==> src/source/spike_pkg.sv <==
package spike_pkg;

    ////////////////////////////////////////
    // host bus widths
    ////////////////////////////////////////
    // word address, eight slots
    localparam int wb_addr_width = 3;
    localparam int wb_data_width = 32;

    ////////////////////////////////////////
    // register map
    ////////////////////////////////////////
    // bit 0 enable, bit 1 restart (write only)
    localparam logic [wb_addr_width-1:0] addr_ctrl = 3'd0;
    // window length in ticks, 16 bits
    localparam logic [wb_addr_width-1:0] addr_window = 3'd1;
    // waveform half word, low half first
    localparam logic [wb_addr_width-1:0] addr_feed = 3'd2;
    localparam logic [wb_addr_width-1:0] addr_count_live = 3'd3;
    localparam logic [wb_addr_width-1:0] addr_count_last = 3'd4;
    localparam logic [wb_addr_width-1:0] addr_windows = 3'd5;
    // bit 0 spike flag, bits 12..8 loaded elements
    localparam logic [wb_addr_width-1:0] addr_status = 3'd6;

    ////////////////////////////////////////
    // waveform memory and tick rate
    ////////////////////////////////////////
    localparam int wave_depth = 16;
    localparam int wave_ptr_width = 4;
    // clock cycles per simulation tick
    localparam int sim_div = 4;

    // one waveform element
    // fed as two half words, played back as one word
    typedef union packed {
        logic [31:0] word;
        logic [1:0][15:0] half;
    } spike_element_t;

endpackage

==> src/source/spike_regs.sv <==
`timescale 1ns/1ns

module spike_regs (
    input  logic                                 ep50trig,
    input  logic                                 reset_global,
    // wishbone classic slave
    input  logic                                 wb_cyc,
    input  logic                                 wb_stb,
    input  logic                                 wb_we,
    input  logic [spike_pkg::wb_addr_width-1:0]  wb_adr,
    input  logic [spike_pkg::wb_data_width-1:0]  wb_dat_w,
    output logic [spike_pkg::wb_data_width-1:0]  wb_dat_r,
    output logic                                 wb_ack,
    // control to the datapath
    output logic                                 enable,
    output logic                                 restart,
    output logic [15:0]                          window_len,
    output logic                                 feed_write,
    output logic [15:0]                          feed_data,
    // status from the datapath
    input  logic [31:0]                          count_live,
    input  logic [31:0]                          count_last,
    input  logic [31:0]                          windows_done,
    input  logic                                 spike_in_window,
    input  logic [spike_pkg::wave_ptr_width:0]   loaded_count
);

    import spike_pkg::*;

    logic                     wb_req;
    logic [wb_data_width-1:0] read_word;

    // new request, ack not yet given
    assign wb_req = wb_cyc && wb_stb && !wb_ack;

    ////////////////////////////////////////
    // writes and strobes
    ////////////////////////////////////////
    always_ff @(posedge ep50trig)
    begin
        if (reset_global)
        begin
            wb_ack <= 1'b0;
            enable <= 1'b0;
            restart <= 1'b0;
            feed_write <= 1'b0;
            window_len <= 16'd1;
        end
        else
        begin
            // ack one cycle after the request
            wb_ack <= wb_req;
            // restart pulses during the ack cycle
            restart <= wb_req && wb_we && (wb_adr == addr_ctrl) && wb_dat_w[1];
            // feeding only while stopped, otherwise dropped
            feed_write <= wb_req && wb_we && (wb_adr == addr_feed) && !enable;
            if (wb_req && wb_we)
            begin
                case (wb_adr)
                    addr_ctrl:
                    begin
                        enable <= wb_dat_w[0];
                    end
                    addr_window:
                    begin
                        window_len <= wb_dat_w[15:0];
                    end
                    default:
                    begin
                        // read-only or unmapped, nothing stored
                    end
                endcase
            end
        end
    end

    // half word for the player
    always_ff @(posedge ep50trig)
    begin
        if (wb_req && wb_we)
        begin
            feed_data <= wb_dat_w[15:0];
        end
    end

    ////////////////////////////////////////
    // read path
    ////////////////////////////////////////
    always_comb
    begin
        read_word = '0;
        case (wb_adr)
            addr_ctrl:
            begin
                // restart reads back as 0
                read_word[0] = enable;
            end
            addr_window:
            begin
                read_word[15:0] = window_len;
            end
            addr_count_live:
            begin
                read_word = count_live;
            end
            addr_count_last:
            begin
                read_word = count_last;
            end
            addr_windows:
            begin
                read_word = windows_done;
            end
            addr_status:
            begin
                read_word[0] = spike_in_window;
                read_word[8 +: wave_ptr_width + 1] = loaded_count;
            end
            default:
            begin
                // feed and unmapped read as zero
                read_word = '0;
            end
        endcase
    end

    // data valid with ack
    always_ff @(posedge ep50trig)
    begin
        if (wb_req)
        begin
            wb_dat_r <= read_word;
        end
    end

endmodule

==> src/source/tick_divider.sv <==
`timescale 1ns/1ns

module tick_divider (
    input  logic        ep50trig,
    input  logic        reset_global,
    input  logic        enable,
    input  logic        restart,
    input  logic [15:0] window_len,
    output logic        sim_tick,
    output logic        window_end
);

    import spike_pkg::*;

    logic [$clog2(sim_div)-1:0] phase;
    logic [15:0]                tick_cnt;
    logic [15:0]                win_last;

    // length 0 behaves like length 1
    assign win_last = (window_len == 16'd0) ? 16'd0 : window_len - 16'd1;

    always_ff @(posedge ep50trig)
    begin
        if (reset_global)
        begin
            phase <= '0;
            tick_cnt <= 16'd0;
            sim_tick <= 1'b0;
            window_end <= 1'b0;
        end
        else
        begin
            // strobes are single cycle
            sim_tick <= 1'b0;
            window_end <= 1'b0;
            if (restart)
            begin
                phase <= '0;
                tick_cnt <= 16'd0;
            end
            else if (enable)
            begin
                if (phase == sim_div - 1)
                begin
                    phase <= '0;
                    sim_tick <= 1'b1;
                    // window boundary rides on the tick
                    if (tick_cnt >= win_last)
                    begin
                        tick_cnt <= 16'd0;
                        window_end <= 1'b1;
                    end
                    else
                    begin
                        tick_cnt <= tick_cnt + 16'd1;
                    end
                end
                else
                begin
                    phase <= phase + 1'b1;
                end
            end
            // disabled, phase and tick count hold
        end
    end

endmodule

==> src/source/waveform_player.sv <==
`timescale 1ns/1ns

module waveform_player (
    input  logic                                ep50trig,
    input  logic                                reset_global,
    input  logic                                restart,
    input  logic                                feed_write,
    input  logic [15:0]                         feed_data,
    input  logic                                sim_tick,
    output logic                                spike,
    output logic [spike_pkg::wave_ptr_width:0]  loaded_count
);

    import spike_pkg::*;

    spike_element_t            wave_mem [wave_depth];
    spike_element_t            pending_elem;
    spike_element_t            commit_elem;
    logic                      half_sel;
    logic                      wave_full;
    logic                      commit;
    logic [wave_ptr_width-1:0] play_ptr;
    logic [wave_ptr_width:0]   next_play;

    ////////////////////////////////////////
    // feeding
    ////////////////////////////////////////
    assign wave_full = (loaded_count >= wave_depth);
    // second half completes an element
    assign commit = feed_write && half_sel && !wave_full;

    // low half from the holding register, high half from the bus
    always_comb
    begin
        commit_elem = pending_elem;
        commit_elem.half[1] = feed_data;
    end

    always_ff @(posedge ep50trig)
    begin
        if (feed_write && !half_sel)
        begin
            pending_elem.half[0] <= feed_data;
        end
        // write pointer is the loaded count
        if (commit)
        begin
            wave_mem[loaded_count[wave_ptr_width-1:0]] <= commit_elem;
        end
    end

    ////////////////////////////////////////
    // playback
    ////////////////////////////////////////
    assign next_play = {1'b0, play_ptr} + 1'b1;

    always_ff @(posedge ep50trig)
    begin
        if (reset_global)
        begin
            half_sel <= 1'b0;
            loaded_count <= '0;
            play_ptr <= '0;
            spike <= 1'b0;
        end
        else if (restart)
        begin
            // waveform itself survives a restart
            half_sel <= 1'b0;
            play_ptr <= '0;
            spike <= 1'b0;
        end
        else
        begin
            if (feed_write)
            begin
                half_sel <= !half_sel;
            end
            if (commit)
            begin
                loaded_count <= loaded_count + 1'b1;
            end
            if (sim_tick)
            begin
                if (loaded_count == '0)
                begin
                    // nothing loaded, stay quiet
                    spike <= 1'b0;
                end
                else
                begin
                    // any non-zero element is a spike
                    spike <= (wave_mem[play_ptr].word != 32'd0);
                    // loop at the end of the loaded part
                    if (next_play >= loaded_count)
                        play_ptr <= '0;
                    else
                        play_ptr <= next_play[wave_ptr_width-1:0];
                end
            end
        end
    end

endmodule

==> src/source/spike_counter.sv <==
`timescale 1ns/1ns

module spike_counter (
    input  logic        ep50trig,
    input  logic        reset_global,
    input  logic        restart,
    input  logic        sim_tick,
    input  logic        window_end,
    input  logic        spike,
    output logic [31:0] count_live,
    output logic [31:0] count_last,
    output logic [31:0] windows_done,
    output logic        spike_in_window
);

    // any spike so far in the running window
    logic window_hit;

    always_ff @(posedge ep50trig)
    begin
        if (reset_global || restart)
        begin
            count_live <= 32'd0;
            count_last <= 32'd0;
            windows_done <= 32'd0;
            spike_in_window <= 1'b0;
            window_hit <= 1'b0;
        end
        else if (sim_tick)
        begin
            // spike here is the element of the previous tick
            if (window_end)
            begin
                // close the window, include this sample
                count_last <= count_live + {31'd0, spike};
                count_live <= 32'd0;
                windows_done <= windows_done + 32'd1;
                // flag keeps the closed window until the next spike
                spike_in_window <= window_hit || spike;
                window_hit <= 1'b0;
            end
            else
            begin
                count_live <= count_live + {31'd0, spike};
                if (spike)
                begin
                    window_hit <= 1'b1;
                    spike_in_window <= 1'b1;
                end
            end
        end
    end

endmodule

==> src/source/spike_counter_top.sv <==
`timescale 1ns/1ns

module spike_counter_top (
    input  logic                                 ep50trig,
    input  logic                                 reset_global,
    input  logic                                 wb_cyc,
    input  logic                                 wb_stb,
    input  logic                                 wb_we,
    input  logic [spike_pkg::wb_addr_width-1:0]  wb_adr,
    input  logic [spike_pkg::wb_data_width-1:0]  wb_dat_w,
    output logic [spike_pkg::wb_data_width-1:0]  wb_dat_r,
    output logic                                 wb_ack,
    output logic                                 spike,
    output logic                                 window_end
);

    import spike_pkg::*;

    // control from the register block
    logic                    enable;
    logic                    restart;
    logic [15:0]             window_len;
    logic                    feed_write;
    logic [15:0]             feed_data;
    // datapath
    logic                    sim_tick;
    logic [wave_ptr_width:0] loaded_count;
    logic [31:0]             count_live;
    logic [31:0]             count_last;
    logic [31:0]             windows_done;
    logic                    spike_in_window;

    ////////////////////////////////////////
    // host registers
    ////////////////////////////////////////
    spike_regs u_regs (
        .ep50trig        (ep50trig),
        .reset_global    (reset_global),
        .wb_cyc          (wb_cyc),
        .wb_stb          (wb_stb),
        .wb_we           (wb_we),
        .wb_adr          (wb_adr),
        .wb_dat_w        (wb_dat_w),
        .wb_dat_r        (wb_dat_r),
        .wb_ack          (wb_ack),
        .enable          (enable),
        .restart         (restart),
        .window_len      (window_len),
        .feed_write      (feed_write),
        .feed_data       (feed_data),
        .count_live      (count_live),
        .count_last      (count_last),
        .windows_done    (windows_done),
        .spike_in_window (spike_in_window),
        .loaded_count    (loaded_count)
    );

    ////////////////////////////////////////
    // tick, waveform and counting
    ////////////////////////////////////////
    // tick strobes stand in for derived clocks
    tick_divider u_ticks (
        .ep50trig     (ep50trig),
        .reset_global (reset_global),
        .enable       (enable),
        .restart      (restart),
        .window_len   (window_len),
        .sim_tick     (sim_tick),
        .window_end   (window_end)
    );

    waveform_player u_player (
        .ep50trig     (ep50trig),
        .reset_global (reset_global),
        .restart      (restart),
        .feed_write   (feed_write),
        .feed_data    (feed_data),
        .sim_tick     (sim_tick),
        .spike        (spike),
        .loaded_count (loaded_count)
    );

    spike_counter u_counter (
        .ep50trig        (ep50trig),
        .reset_global    (reset_global),
        .restart         (restart),
        .sim_tick        (sim_tick),
        .window_end      (window_end),
        .spike           (spike),
        .count_live      (count_live),
        .count_last      (count_last),
        .windows_done    (windows_done),
        .spike_in_window (spike_in_window)
    );

endmodule

==> config.mk <==
export PLATFORM = sky130hd
export DESIGN_NAME = spike_counter_top
export DESIGN_NICKNAME = d
export VERILOG_FILES = /design/src/source/spike_pkg.sv /design/src/source/spike_regs.sv /design/src/source/tick_divider.sv /design/src/source/waveform_player.sv /design/src/source/spike_counter.sv /design/src/source/spike_counter_top.sv
export SDC_FILE = /design/constraint.sdc
export NUM_CORES = 1
export LEC_CHECK = 0
export ABC_AREA = 1
export BUFFER_PORTS_ARGS = -buffer_cell sky130_fd_sc_hd__buf_2
export CAP_MARGIN = 20
export CORE_MARGIN = 5
export CORE_UTILIZATION = 40
export DETAILED_ROUTE_END_ITERATION = 12
export HOLD_SLACK_MARGIN = 0.03
export SKIP_CTS_REPAIR_TIMING = 1
export SYNTH_ARGS = -nofsm -noshare
export SYNTH_HDL_FRONTEND = slang
export SYNTH_SLANG_ARGS = --single-unit
==> constraint.sdc <==
create_clock -name ep50trig -period 6.2 [get_ports ep50trig]
set_input_delay 0.93 -clock ep50trig [delete_from_list [all_inputs] [get_ports ep50trig]]
set_output_delay 0.93 -clock ep50trig [all_outputs]
set_load 0.02 [all_outputs]
==> results.md, run 1 <==
* CP startpoint kind: flip-flop
* CP Capture Type: flip-flop
* CTS root buffer: clkbuf_16
* Internal power at 7.94 mW
* Asr flop ratio synth at 0%
* Max_cap viols at 0
* Syn_area_per_cell at 12.0 um2
* Initial antenna violation count at 0
* DRC Markers at 0
* Synth warnings at 0
* GRT Residual Overflow at 0
* Logic gate share of total power at 1.0%
* Initial core utilization at 40.3%
* Core footprint at 70000 um2
* Initial DRC Count at 1459
* # clock sinks at 729
* Hold crit path type: reg -> reg
* DRT Pass-1 Iters at 5
* Pleak at 11.1 nW
* Synth area leaders: edfxtp_1 61%, dfxtp_1 11%, nand2_1 5.0%
* Final Non-Filler Cells at 3460
* Total CTS buffers at 75
* Post-Syn Instances at 2353
* Final core utilization at 46.4%
* Final Hold Fails at 0
* GRT Overall Usage at 17.1%
* Crit path DAT at 3.74 ns
* Skew-Pair Late Insertion Delay at 0.62 ns
* Final #Nets at 2534
* Max Slew Vio Count at 0
* Mapped Nets at 2426
* Worst-margin pin slew at 1.12 ns
* Fmax at 306 MHz
* Power per cell area at 305 nW/um2
* Vias in the first global route at 17562
* Part of the power in registers at 53.1%
* Share of layout cells above drive strength 1 at 9.76%
* Top cell types by occurrence after synthesis: 576 x edfxtp_1, 373 x nand2_1, 363 x nor2_1
* Yosys reg bits at 729
* Placed cells at 3314
* RD Place Congestion at 0.923
* WS Path Type: reg -> reg
* Proportion of power drawn by the clock network at 45.9%
* H-Tree Depth at 3
* Rows at 97
* Setup TNS at 0 ns
* Cell taking the most area after synthesis: edfxtp_1
* Part of the Yosys area used for sequential elements at 72.1%
* Largest net degree at the start of global routing at 64
* EDFF count, synth at 576
* Avg WL per Cell at 18.7 um
* Net load switching power at 1.96 mW
* Most common cell in the netlist: edfxtp_1
* Die area at 76000 um2
* Layout area overhead at 15.2%
* Rel. slew slack at 25.2%
* Final setup margin at 2.93 ns
* Period utilisation layout at 52.7%
* Die Span Y at 276 um
* CTS max path bufs at 3
* Required time worst endpoint at 6.67 ns
* Die width at 276 um
* Outcome: complete, no violations
* Minimum clock period at 3.27 ns
* Sw Ratio at 19.8%
* I/O pin count at 75
* Via density at 5.11
* # setup viols final at 0
* Post-DP HPWL at 40.9 mm
* CTS tree: built
* DR vias at 17682
* Worst VDD drop at 0.000194 V
* Post-synth top area share at 61.3%
* CTS clk-pin slew, worst paths at 0.06 ns
* First-pass GRT wire length at 100 mm
* Worst slack, placed at 2.76 ns
* Synth cell types at 48
* WL final at 64.8 mm
* IO Port Bufs at 58
* ANT cells at 0
* RSZ-0062 raised after global routing: no
* Final ANT Viol Nets at 0
* Primary FF master, synth: edfxtp_1
* Max FO, Critical Path at 16
* Final Skew at 0.0434 ns
* Post-synth design cell area at 28200 um2
-- cell families (layout without fill, tap and decap cells) --
logic type	count (synthesis)	in the layout	synth area share [%]
adder cells (fa/ha/maj)	33	33	1.46
multiplexers	1	1	0.0355
AND/OR/NAND/NOR	1075	1075	17.0
buffers and inverters	250	417	3.38
flip-flops	729	729	72.1
XOR/XNOR	38	38	1.18
AO/OA/AOI/OAI	227	227	4.74
-- worst paths after layout --
kind,startpoint,endpoint,slack [ns],cells after the start
worst min register to register,u_ticks.phase[1],u_ticks.phase[1],0.47,2
worst max register to register,u_regs.window_len[9],u_ticks.tick_cnt[0],2.93,16
worst min-delay path,u_ticks.phase[1],u_ticks.phase[1],0.47,2
worst max-delay path,u_regs.window_len[9],u_ticks.tick_cnt[0],2.93,16
-- metrics by stage --
stage / power, mW / hold WS [ns] / area (um2)
finish: 9.91 / 0.466 / 32500
global placement: 5.46 / 0.448 / 29700
CTS: 10.0 / 0.469 / 32200
detailed placement: 5.46 / 0.460 / 29700
global route: 10.2 / 0.495 / 32500
floorplan: 5.41 / 0.437 / 28200
-- power groups by stage --
| stage | sequential, mW | combinational, mW | clock (mW) |
|---|---|---|---|
| after floorplan | 5.36 | 0.0476 | 0 |
| after global placement | 5.36 | 0.0969 | 0 |
| after detailed placement | 5.36 | 0.101 | 0 |
| after CTS | 5.26 | 0.101 | 4.64 |
| after global routing | 5.26 | 0.110 | 4.85 |
| final | 5.26 | 0.101 | 4.55 |
-- worst max-delay path: stages (launching register included) --
cell      delay [ns]
dfxtp_1         0.44
nor2_1          0.22
nand2_1         0.13
nor2_1          0.14
nand4_1         0.49
and2_1          0.35
ha_1            0.18
inv_1           0.05
a21oi_1         0.05
o21ai_0         0.16
nand4_1         0.10
o211ai_1        0.09
nand2_1         0.07
nand3_1         0.11
nand2_1         0.06
nand2_1         0.39
nor2_1          0.09
-- layout by cell type, fill, tap and decap left out, types with 25 or more instances in the layout --
master,n
edfxtp_1,576
nand2_1,373
nor2_1,346
inv_1,196
dfxtp_1,152
nand3_1,113
a21oi_1,89
nor3_1,82
clkbuf_16,77
nand3b_1,61
o21ai_0,60
buf_2,58
ha_1,33
nand4_1,29
xor2_1,29
o221ai_1,25
-- layer usage --
layer	part of all wire, %	GRT usage [%]	wire length [um]	vias up
met3	5.1	2.55	3330	113
met2	48	28.5	31300	459
met4	2.9	5.67	1880	0
met5	0	0	0	-
met1	44	23.0	28300	8645
li1	-	-	-	8465
-- registers in the layout, summed over array words and instances (netlist names), 2 cells and up, named ones only --
register and cells:
u_player.play_ptr 4, u_counter.count_last 32, u_counter.windows_done 32, u_player.loaded_count 5
u_regs.wb_dat_r 32, u_ticks.tick_cnt 16, u_regs.window_len 16, u_ticks.phase 2
u_regs.feed_data 16, u_player.wave_mem 512, u_counter.count_live 32, u_player.commit_elem 16
-- cell type report --
| type | count | area (um2) |
|---|---|---|
| inverter | 200 | 751 |
| multi-input combinational | 1374 | 7030 |
| clock inverter | 39 | 479 |
| tap | 940 | 1180 |
| clock buffer | 97 | 2040 |
| sequential | 729 | 20400 |
| timing repair buffer | 81 | 659 |
| fill | 6251 | 37500 |
(Power assumes the default switching activity.)
==> run 2: changes to the inputs <==
==> constraint.sdc (replaced) <==
create_clock -name ep50trig -period 3.25 [get_ports ep50trig]
set_input_delay 0.4875 -clock ep50trig [delete_from_list [all_inputs] [get_ports ep50trig]]
set_output_delay 0.4875 -clock ep50trig [all_outputs]
set_load 0.02 [all_outputs]
==> run 2 against run 1 <==
Compared with the run above: cell area down 0.30%; via count up 0.34%; count of clock-buffer cells in the layout down 2; clock power up 77%; flip-flop and latch count unchanged; clock skew up 0.014 ns; maximum frequency up 14%; power up 85%; setup slack worse by 2.5 ns; worst hold slack worse by 0.37 ns; global-route usage up 0.25 points; critical path type unchanged.
==> results.md, run 2 (same netlist as run 1, synthesis figures left out) <==
* WL final at 65.8 mm
* CP startpoint kind: flip-flop
* H-Tree Depth at 3
* Most frequent cells in the layout: 576 x edfxtp_1, 372 x nand2_1, 346 x nor2_1, 196 x inv_1, 152 x dfxtp_1
* Hold crit path type: in -> reg
* IO Port Bufs at 58
* First-pass GRT wire length at 102 mm
* Internal power at 14.5 mW
* Proportion of power drawn by the clock network at 44.1%
* DR vias at 17743
* GRT Overall Usage at 17.3%
* ANT cells at 0
* CTS clk-pin slew, worst paths at 0.06 ns
* Hold_ws at 0.0930 ns
* Sw Ratio at 20.6%
* Setup TNS at 0 ns
* FILL cells at 6257
* Total CTS buffers at 74
* Pleak at 11.0 nW
* Register-to-register setup slack at 0.39 ns
* GRT Residual Overflow at 0
* Final Hold Fails at 0
* DRT Pass-1 Iters at 5
* Worst VDD drop at 0.000399 V
* Final core utilization at 46.3%
* Worst-margin pin slew at 0.778 ns
* Max_cap viols at 0
* Largest net degree at the start of global routing at 65
* Share of layout cells above drive strength 1 at 10.4%
* Hold_sp: wb_dat_w[10]
* DRC Markers at 0
* Most common cell after layout, fill and taps aside: edfxtp_1
* Rel. slew slack at 48.1%
* Die area at 76000 um2
* Part of the power in registers at 54.8%
* Max Slew Vio Count at 0
* Layout area overhead at 14.8%
* Initial core utilization at 40.3%
* Rows at 97
* Multi-input gate area at 7040 um2
* Die width at 276 um
* CP Capture Type: flip-flop
* Period utilisation layout at 87.9%
* CTS root buffer: clkbuf_16
* WS Path Type: reg -> reg
* Crit path DAT at 3.34 ns
* Initial DRC Count at 1443
* Net load switching power at 3.77 mW
* Required time worst endpoint at 3.74 ns
* # setup viols final at 0
* RD Place Congestion at 0.916
* Final #Nets at 2554
* CTS tree: built
* Vias in the first global route at 17574
* # clock sinks at 729
* Worst r2r dst: u_ticks.tick_cnt[9]
* Worst setup path end: u_ticks.tick_cnt[9]
* Final ANT Viol Nets at 0
* Skew-Pair Late Insertion Delay at 0.62 ns
* Outcome: complete, no violations
* Core footprint at 70000 um2
* Largest register FFs at 512
* Fmax at 350 MHz
* Power per cell area at 564 nW/um2
* Minimum clock period at 2.86 ns
* Initial antenna violation count at 0
* Final Skew at 0.0572 ns
* CP startpoint: u_regs.window_len[2]
* RSZ-0062 raised after global routing: no
* R2r startpoint: u_regs.window_len[2]
* Register area at 20400 um2
* Avg WL per Cell at 18.9 um
* Max FO, Critical Path at 16
* Post-DP HPWL at 43.5 mm
* Die Span Y at 276 um
* R2R depth at 20
* Via density at 5.10
* CTS max path bufs at 3
* I/O pin count at 75
* Logic gate share of total power at 1.1%
run 2: cell types whose count changed in the layout (fill, tap and decap cells not counted), moves of 4 or more:
cell        before  now
buf_4           12   36
clkinv_4         0    4
clkinvlp_4       3    8
buf_16           9    0
clkbuf_8         4    0
buf_12           1    8
bufinv_16        8    1
run 2: cell type report:
type	instances	area share (%)
Multi-Input combinational cell	1374	21.7
Clock inverter	42	1.17
Timing Repair Buffer	102	2.22
Inverter	200	2.32
Sequential cell	729	62.8
Tap cell	940	3.63
Clock buffer	95	6.10
run 2: layer usage:
metal | vias to the layer above | share of wire (%) | GRT usage (%)
li1 | 8500 | - | -
met1 | 8708 | 44 | 23.5
met2 | 436 | 48 | 28.9
met3 | 99 | 4.9 | 2.64
met4 | 0 | 2.6 | 5.35
met5 | - | 0 | 0
run 2: per-stage QoR:
step	instances	worst slack (ns)	power [mW]	cell area, um2
3_5_place_dp	3345	0.232	10.4	30000
6_report	3482	0.395	18.3	32400
2_1_floorplan	2353	0.167	10.3	28200
5_1_grt	3482	0.0723	18.9	32400
3_3_place_gp	3345	0.292	10.4	30000
4_1_cts	3482	0.199	18.5	32400
run 2: power groups by stage:
stage	combinational (mW)	sequential [mW]	clock, mW
after detailed placement	0.197	10.2	0
after floorplan	0.0912	10.2	0
final	0.196	10.0	8.07
after CTS	0.198	10.0	8.26
after global placement	0.194	10.2	0
after global routing	0.214	10.0	8.66
run 2: worst min-delay path by stage:
stage                          endpoint  slack, ns  cells past startpoint
3_5_place_dp   u_counter.count_last[22]       0.46                      2
6_report           u_regs.feed_data[10]       0.09                      1
2_1_floorplan      u_counter.window_hit       0.44                      2
5_1_grt            u_regs.feed_data[10]       0.07                      1
3_3_place_gp       u_counter.window_hit       0.45                      2
4_1_cts            u_regs.feed_data[10]       0.05                      1
run 2: critical path, cell delays in order, from the launching register on:
cell and delay [ns]:
dfxtp_1 0.36, nor2_1 0.11, nand2_1 0.08, inv_1 0.08, nand2_1 0.07, inv_1 0.06
nand2_1 0.06, inv_1 0.07, nand2_1 0.11, nor2_1 0.15, nand4_1 0.11, xor2_1 0.15
nand2_1 0.08, ha_1 0.31, nand4_1 0.13, nor3_1 0.22, nand2_1 0.08, nand3_1 0.11
nand2_1 0.07, nand2_2 0.23, nor2_1 0.07
